<file path="config.mk">
export PLATFORM = sky130hd
export DESIGN_NAME = assertionFabric
export DESIGN_NICKNAME = d
export VERILOG_FILES = /design/src/hdl/fabricDatapathPkg.sv /design/src/hdl/fabricCheckerPkg.sv /design/src/hdl/compareCfgIf.sv /design/src/hdl/signalRouter.sv /design/src/hdl/stateComparator.sv /design/src/hdl/temporalChecker.sv /design/src/hdl/checkerBank.sv /design/src/hdl/assertionFabric.sv
export VERILOG_INCLUDE_DIRS = /design/src /design/src/hdl
export SDC_FILE = /design/constraint.sdc
export NUM_CORES = 1
export LEC_CHECK = 0
export BUFFER_PORTS_ARGS = -buffer_cell sky130_fd_sc_hd__buf_4
export CAP_MARGIN = 20
export CORE_AREA = 2 2 323 325
export CTS_CLUSTER_DIAMETER = 100
export DETAILED_ROUTE_END_ITERATION = 10
export DIE_AREA = 0 0 325 327
export PLACE_DENSITY = 0.48
export SYNTH_ARGS = -nofsm -noshare
export SYNTH_HDL_FRONTEND = slang
export SYNTH_HIERARCHICAL = 1
export SYNTH_SLANG_ARGS = --single-unit
</file>
<file path="constraint.sdc">
create_clock -name clk -period 10.8 [get_ports clk]
set_clock_uncertainty 0.05 [all_clocks]
set_input_delay 0.54 -clock clk [delete_from_list [all_inputs] [get_ports clk]]
set_output_delay 0.54 -clock clk [all_outputs]
set_load 0.05 [all_outputs]
</file>
<file path="src/hdl/fabric_consts.svh">
`ifndef FABRIC_CONSTS_SVH
`define FABRIC_CONSTS_SVH

// routed word and observed-state bus
`define WORD_BITS 32
`define ROUTE_WORDS 12
`define ROUTE_SEL_BITS 4

// fabric size
`define NUM_ROUTERS 8
`define NUM_COMPARATORS 4
`define NUM_CHECKERS 2

// next-mode cycle count and history depth
`define CKS_BITS 3
`define MAX_CKS 7

`endif

</file>
<file path="src/hdl/fabricDatapathPkg.sv">
`include "fabric_consts.svh"

package fabricDatapathPkg;

	// one word as seen by routers and comparators
	typedef logic [`WORD_BITS-1:0] stateWord_t;

	// full observed-state bus, word 0 in the low bits
	typedef logic [`ROUTE_WORDS*`WORD_BITS-1:0] routeBus_t;

	typedef logic [`ROUTE_SEL_BITS-1:0] routeSel_t;

	// compare operation, all unsigned; 6 and 7 invalid
	typedef logic [2:0] cmpSel_t;

	localparam cmpSel_t cmpEqual = 3'd0;
	localparam cmpSel_t cmpNotEqual = 3'd1;
	localparam cmpSel_t cmpLess = 3'd2;
	localparam cmpSel_t cmpLessEq = 3'd3;
	localparam cmpSel_t cmpGreater = 3'd4;
	localparam cmpSel_t cmpGreaterEq = 3'd5;

endpackage

</file>
<file path="src/hdl/fabricCheckerPkg.sv">
`include "fabric_consts.svh"

package fabricCheckerPkg;

	typedef logic [`CKS_BITS-1:0] numCks_t;

	// checker mode; code 3 invalid
	typedef logic [1:0] checkSel_t;

	localparam checkSel_t chkImplication = 2'd0;
	localparam checkSel_t chkNext = 2'd1;
	localparam checkSel_t chkNever = 2'd2;

	// bit i set means a start event i+1 cycles ago
	typedef logic [`MAX_CKS-1:0] ckShift_t;

endpackage

</file>
<file path="src/hdl/compareCfgIf.sv">
`timescale 1ns/1ps

interface compareCfgIf;

	fabricDatapathPkg::stateWord_t maskA;
	fabricDatapathPkg::stateWord_t maskB;
	fabricDatapathPkg::stateWord_t constant;
	logic opBMux;
	fabricDatapathPkg::cmpSel_t resultMux;

	modport source (
		output maskA,
		output maskB,
		output constant,
		output opBMux,
		output resultMux
	);

	modport sink (
		input maskA,
		input maskB,
		input constant,
		input opBMux,
		input resultMux
	);

endinterface

</file>
<file path="src/hdl/signalRouter.sv">
`timescale 1ns/1ps
`include "fabric_consts.svh"

module signalRouter (
	input fabricDatapathPkg::routeBus_t routingInput,
	input fabricDatapathPkg::routeSel_t inputSelect,
	output fabricDatapathPkg::stateWord_t result,
	output logic configInvalid
);

	// word view of the state bus
	fabricDatapathPkg::stateWord_t [`ROUTE_WORDS-1:0] words;

	assign words = routingInput;

	always_comb begin
		configInvalid = (inputSelect >= `ROUTE_SEL_BITS'(`ROUTE_WORDS));
		result = '0;
		// selects past the last word give zero
		if (!configInvalid) begin
			result = words[inputSelect];
		end
	end

endmodule

</file>
<file path="src/hdl/stateComparator.sv">
`timescale 1ns/1ps

module stateComparator (
	input fabricDatapathPkg::stateWord_t stateA,
	input fabricDatapathPkg::stateWord_t stateB,
	input logic prevConfigInvalid,
	compareCfgIf.sink cfg,
	output logic result,
	output logic configInvalid
);

	fabricDatapathPkg::stateWord_t opA;
	fabricDatapathPkg::stateWord_t opB;
	logic cmpInvalid;

	////////////////////////////////////////////////////////////////////////////
	// operand select

	assign opA = stateA & cfg.maskA;

	// constant operand bypasses maskB
	assign opB = cfg.opBMux ? cfg.constant : (stateB & cfg.maskB);

	////////////////////////////////////////////////////////////////////////////
	// compare

	always_comb begin
		result = 1'b0;
		cmpInvalid = 1'b0;
		case (cfg.resultMux)
			fabricDatapathPkg::cmpEqual: begin
				result = (opA == opB);
			end
			fabricDatapathPkg::cmpNotEqual: begin
				result = (opA != opB);
			end
			fabricDatapathPkg::cmpLess: begin
				result = (opA < opB);
			end
			fabricDatapathPkg::cmpLessEq: begin
				result = (opA <= opB);
			end
			fabricDatapathPkg::cmpGreater: begin
				result = (opA > opB);
			end
			fabricDatapathPkg::cmpGreaterEq: begin
				result = (opA >= opB);
			end
			default: begin
				cmpInvalid = 1'b1;
			end
		endcase
	end

	// router errors ride along with our own
	assign configInvalid = prevConfigInvalid | cmpInvalid;

endmodule

</file>
<file path="src/hdl/temporalChecker.sv">
`timescale 1ns/1ps
`include "fabric_consts.svh"

module temporalChecker (
	input logic clk,
	input logic arstN,
	input logic enable,
	input logic startEvent,
	input logic testExpr,
	input logic prevConfigInvalid,
	input fabricCheckerPkg::numCks_t numCks,
	input fabricCheckerPkg::checkSel_t checkSel,
	input logic resSel,
	output logic violation,
	output logic configInvalid
);

	fabricCheckerPkg::ckShift_t startHist;
	logic resultComb;
	logic resultReg;
	logic modeInvalid;

	////////////////////////////////////////////////////////////////////////////
	// combinational check

	always_comb begin
		resultComb = 1'b0;
		modeInvalid = 1'b0;
		case (checkSel)
			fabricCheckerPkg::chkImplication: begin
				resultComb = startEvent & ~testExpr;
			end
			fabricCheckerPkg::chkNext: begin
				// start seen numCks cycles back sits in bit numCks-1
				if (numCks == '0) begin
					modeInvalid = 1'b1;
				end else begin
					resultComb = startHist[numCks - 3'd1] & ~testExpr;
				end
			end
			fabricCheckerPkg::chkNever: begin
				resultComb = startEvent & testExpr;
			end
			default: begin
				modeInvalid = 1'b1;
			end
		endcase
		if (!enable) begin
			resultComb = 1'b0;
		end
	end

	////////////////////////////////////////////////////////////////////////////
	// start history and registered result

	always_ff @(posedge clk or negedge arstN) begin
		if (!arstN) begin
			startHist <= '0;
			resultReg <= 1'b0;
		end else if (!enable) begin
			startHist <= '0;
			resultReg <= 1'b0;
		end else begin
			startHist <= {startHist[`MAX_CKS-2:0], startEvent};
			resultReg <= resultComb;
		end
	end

	// registered path also reads zero while disabled
	assign violation = resSel ? (resultReg & enable) : resultComb;

	assign configInvalid = prevConfigInvalid | modeInvalid;

endmodule

</file>
<file path="src/hdl/checkerBank.sv">
`timescale 1ns/1ps
`include "fabric_consts.svh"

module checkerBank (
	input logic clk,
	input logic arstN,
	input logic enable,
	input logic [`NUM_CHECKERS-1:0] startEvents,
	input logic [`NUM_CHECKERS-1:0] testExprs,
	input logic [`NUM_CHECKERS-1:0] eventInvalid,
	input fabricCheckerPkg::numCks_t [`NUM_CHECKERS-1:0] numCks,
	input fabricCheckerPkg::checkSel_t [`NUM_CHECKERS-1:0] checkSel,
	input logic [`NUM_CHECKERS-1:0] resSel,
	output logic [`NUM_CHECKERS-1:0] assertionsViolated,
	output logic assertionViolated
);

	logic [`NUM_CHECKERS-1:0] violations;
	logic [`NUM_CHECKERS-1:0] checkerInvalid;

	for (genvar i = 0; i < `NUM_CHECKERS; i++) begin : genChecker
		temporalChecker u_temporalChecker (
			.clk(clk),
			.arstN(arstN),
			.enable(enable),
			.startEvent(startEvents[i]),
			.testExpr(testExprs[i]),
			.prevConfigInvalid(eventInvalid[i]),
			.numCks(numCks[i]),
			.checkSel(checkSel[i]),
			.resSel(resSel[i]),
			.violation(violations[i]),
			.configInvalid(checkerInvalid[i])
		);

		// checker 0 lands in the msb
		assign assertionsViolated[`NUM_CHECKERS-1-i] = violations[i];
	end

	// any bad config anywhere blocks the merged flag
	assign assertionViolated = (|violations) & ~(|checkerInvalid);

endmodule

</file>
<file path="src/hdl/assertionFabric.sv">
`timescale 1ns/1ps
`include "fabric_consts.svh"

module assertionFabric (
	input logic clk,
	input logic arstN,
	input logic enable,
	input fabricDatapathPkg::routeBus_t routingInput,
	input fabricDatapathPkg::routeSel_t [`NUM_ROUTERS-1:0] routeSel,
	input fabricDatapathPkg::stateWord_t [`NUM_COMPARATORS-1:0] maskA,
	input fabricDatapathPkg::stateWord_t [`NUM_COMPARATORS-1:0] maskB,
	input fabricDatapathPkg::stateWord_t [`NUM_COMPARATORS-1:0] constant,
	input logic [`NUM_COMPARATORS-1:0] opBMux,
	input fabricDatapathPkg::cmpSel_t [`NUM_COMPARATORS-1:0] resultMux,
	input fabricCheckerPkg::numCks_t [`NUM_CHECKERS-1:0] numCks,
	input fabricCheckerPkg::checkSel_t [`NUM_CHECKERS-1:0] checkSel,
	input logic [`NUM_CHECKERS-1:0] resSel,
	output logic [`NUM_CHECKERS-1:0] assertionsViolated,
	output logic assertionViolated
);

	fabricDatapathPkg::stateWord_t [`NUM_ROUTERS-1:0] routed;
	logic [`NUM_ROUTERS-1:0] routeInvalid;
	logic [`NUM_COMPARATORS-1:0] cmpResult;
	logic [`NUM_COMPARATORS-1:0] cmpInvalid;
	logic [`NUM_CHECKERS-1:0] startEvents;
	logic [`NUM_CHECKERS-1:0] testExprs;
	logic [`NUM_CHECKERS-1:0] eventInvalid;

	////////////////////////////////////////////////////////////////////////////
	// routers

	for (genvar r = 0; r < `NUM_ROUTERS; r++) begin : genRouter
		signalRouter u_signalRouter (
			.routingInput(routingInput),
			.inputSelect(routeSel[r]),
			.result(routed[r]),
			.configInvalid(routeInvalid[r])
		);
	end

	////////////////////////////////////////////////////////////////////////////
	// comparators, routers 2k and 2k+1 feed comparator k

	for (genvar k = 0; k < `NUM_COMPARATORS; k++) begin : genComparator
		compareCfgIf cmpCfg ();

		assign cmpCfg.maskA = maskA[k];
		assign cmpCfg.maskB = maskB[k];
		assign cmpCfg.constant = constant[k];
		assign cmpCfg.opBMux = opBMux[k];
		assign cmpCfg.resultMux = resultMux[k];

		stateComparator u_stateComparator (
			.stateA(routed[2*k]),
			.stateB(routed[2*k+1]),
			.prevConfigInvalid(routeInvalid[2*k] | routeInvalid[2*k+1]),
			.cfg(cmpCfg.sink),
			.result(cmpResult[k]),
			.configInvalid(cmpInvalid[k])
		);
	end

	////////////////////////////////////////////////////////////////////////////
	// checkers, comparator 2j starts and 2j+1 tests

	for (genvar j = 0; j < `NUM_CHECKERS; j++) begin : genEvents
		assign startEvents[j] = cmpResult[2*j];
		assign testExprs[j] = cmpResult[2*j+1];
		assign eventInvalid[j] = cmpInvalid[2*j] | cmpInvalid[2*j+1];
	end

	checkerBank u_checkerBank (
		.clk(clk),
		.arstN(arstN),
		.enable(enable),
		.startEvents(startEvents),
		.testExprs(testExprs),
		.eventInvalid(eventInvalid),
		.numCks(numCks),
		.checkSel(checkSel),
		.resSel(resSel),
		.assertionsViolated(assertionsViolated),
		.assertionViolated(assertionViolated)
	);

endmodule

</file>
==> flow_metrics.env <==
export IMPL_die_h_um=327
export IMPL_chipWidth_um=325
export IMPL_cp_startpoint="routeSel[13]"
export IMPL_synth_edf_count=0
export IMPL_cts_hold_buffers_added=0
export IMPL_num_io_pins=834
export IMPL_portBuffers=833
export IMPL_status="complete, no violations"
export IMPL_synth_area_sq_um=29930
export IMPL_wl_per_cell_um=43.14
export IMPL_h_tree_depth=1
export IMPL_area_delta_synth_final_pct=23.73
export IMPL_setup_tns_ns=0
export IMPL_grt_max_degree=65
export IMPL_p_per_area_nw_per_um2=56.41
export IMPL_r2r_setup_slack_ns=9.31
export IMPL_cts_tree="built"
export IMPL_final_common_cell="buf_4"
export IMPL_slew_viol_final=0
export IMPL_cp_end_kind="output pin"
export IMPL_endpoint="assertionViolated"
export IMPL_cts_sinks=16
export IMPL_drc_errors=0
export IMPL_synth_area_leaders="mux4_2 58%, nand2_1 8.4%, ha_1 5.5%, a22oi_1 4.8%, and2_1 3.1%"
export IMPL_dp_hpwl_mm=161.0
export IMPL_fin_util_pct=35.99
export IMPL_cp_start_kind="input pin"
export IMPL_yosysTopAreaCell="mux4_2"
export IMPL_rsz0062_at_grt="no"
export IMPL_setup_viol=0
export IMPL_antenna_left=0
export IMPL_ys_seq_area_share_pct=1.338
export IMPL_fin_nets=4391
export IMPL_arrival_ns=6.48
export IMPL_postSynth_asyncResetShare_pct=100.0
export IMPL_wl_mm=208.5
export IMPL_postCtsSetupRepairBufs=0
export IMPL_ys_types=61
export IMPL_overflow=0
export IMPL_cp_max_fo=44
export IMPL_fmax_mhz=141.5
export IMPL_final_hold_viol_count=0
export IMPL_fin_cells=4833
export IMPL_multi_input_area_sq_um=27910
export IMPL_dpl_cell_count=4803
export IMPL_fillers=10540
export IMPL_final_cell_mix="883 x buf_4, 768 x mux4_2, 672 x nand2_1"
export IMPL_yosysWarningCount=6
export IMPL_yosysTopAreaCellShare_pct=57.79
export IMPL_hold_class="input pin to async pin"
export IMPL_row_count=118
export IMPL_worst_slew_pin_slew_ns=1.039
export IMPL_vias_per_cell=6.916
export IMPL_fp_dieArea_sq_um=106300
export IMPL_antenna_found_initial=52
export IMPL_synthFlopType="dfrtp_1"
export IMPL_p_leak_nw=14.53
export IMPL_clockBufferDepth=2
export IMPL_synth_nets=3782
export IMPL_insertion_delay_ns=0.25
export IMPL_grt_pass1_wl_mm=280.4
export IMPL_cts_resized=0
export IMPL_relSlewSlack_pct=30.11
export IMPL_first_iter_violations=5282
export IMPL_vdd_drop_max_mv=0.07163
export IMPL_initial_core_util_pct=29.09
export IMPL_seqCellArea_sq_um=400.4
export IMPL_firstDrtPassIters=6
export IMPL_p_total_mw=2.089
export IMPL_cp_required_ns=10.21
export IMPL_core_area_sq_um=102900
export IMPL_reg2regPathDepth=4
export IMPL_cts_buffers=3
export IMPL_first_global_vias=32190
export IMPL_drive_gt1_share_pct=52.04
export IMPL_drv_cap=0
export IMPL_num_vias=33430
export IMPL_whs_ns=0.1041
export IMPL_syn_inst=2819
export IMPL_syn_area_per_cell_sq_um=10.62
export IMPL_cts_root_buffer="clkbuf_16"
export IMPL_ys_seq_elements=16
export IMPL_grt_usage_pct=37.93
export IMPL_critical_path_class="input pin to output pin"
export IMPL_finalCritPeriodShare_pct=65.45
export IMPL_place_congestion=0.9391
export IMPL_clkTransAtPathRegs_ns=0.05
export IMPL_min_period_ns=7.069
-- cell usage after synthesis, drive strengths merged (7+ instances only) --
cell,n
a211oi,12
o21ai,18
a21o,12
dfrtp,16
clkbuf,126
buf,166
or2,7
nand3,18
nor4,8
mux4,770
a21oi,169
inv,10
nor2b,24
a22oi,256
nand4,38
and2,147
ha,132
nor2,151
nand2,673
-- power breakdown --
group	switching, mW	internal, mW	leakage [nW]
registers	0.000962	0.0622	0.220
clock network	0.0227	0.0486	0.0371
logic	1.07	0.885	14.3
-- metrics by stage --
step	worst slack [ns]	cell area, sq um
3_5_place_dp	3.791	36890
6_report	3.731	37030
4_1_cts	3.761	36970
5_1_grt	3.417	37010
3_3_place_gp	3.781	36890
2_1_floorplan	5.350	29930
-- routing by layer --
metal / vias up / GRT usage (%) / routed length, um / share of wire [%]
met1: 16920 / 47.60 / 74450 / 36
met4: 44 / 20.87 / 14740 / 7.1
met2: 3071 / 58.20 / 92330 / 44
met3: 548 / 11.87 / 26710 / 13
met5: - / 0 / 289 / 0.14
li1: 12840 / - / - / -
-- cell type report --
class                      count  share of cell area, %
multi-input combinational   2501                  75.36
inverter                      10                 0.1014
clock buffer                   3                 0.2027
timing repair buffer         896                  18.41
tap                         1380                  4.662
sequential                    16                  1.081
antenna                       27                 0.1824
-- registers in the layout, summed over array words and instances, names as in the netlist --
signal                                                flops
u_checkerBank/genChecker.u_temporalChecker/startHist     14
u_checkerBank/genChecker.u_temporalChecker/resultReg      2
-- critical path, cell delays in order --
cell and delay, ns:
buf_4 0.55, buf_4 0.57, mux4_2 0.39, a22oi_1 0.26, nand2_1 0.17, nand2_1 0.15, nor2_1 0.05, a21oi_1 0.59
ha_1 0.38, nand4_1 0.16, nor2_1 0.07, a221o_1 0.31, o31ai_1 0.34, a21oi_1 0.12, o21ai_1 0.52, xor2_1 0.13
nor3b_1 0.29, a32oi_1 0.09, nand2_1 0.11, nor2_1 0.07, nor3_2 0.25, buf_4 0.26
-- cells by family (layout without fill, tap and decap cells) --
logic type      after synthesis  in the layout  share of synthesized area [%]
mux                         772            772                          58.06
flops                        16             16                          1.338
other cells                   0             27                              0
buf+inv                     302            909                          6.028
compound gates              510            510                          12.70
xor+xnor                      4              4                         0.1171
simple gates               1083           1083                          16.24
fa+ha+maj                   132            132                          5.518
-- worst min-delay path by stage --
stage,start,end,slack (ns),depth (start not counted)
5_1_grt,arstN,async pin,0.12,1
6_report,arstN,async pin,0.10,1
3_5_place_dp,arstN,async pin,0.37,1
3_3_place_gp,arstN,async pin,0.37,1
2_1_floorplan,arstN,async pin,0.19,0
4_1_cts,arstN,async pin,0.11,1
No activity file was read; power rests on OpenSTA's default activity.
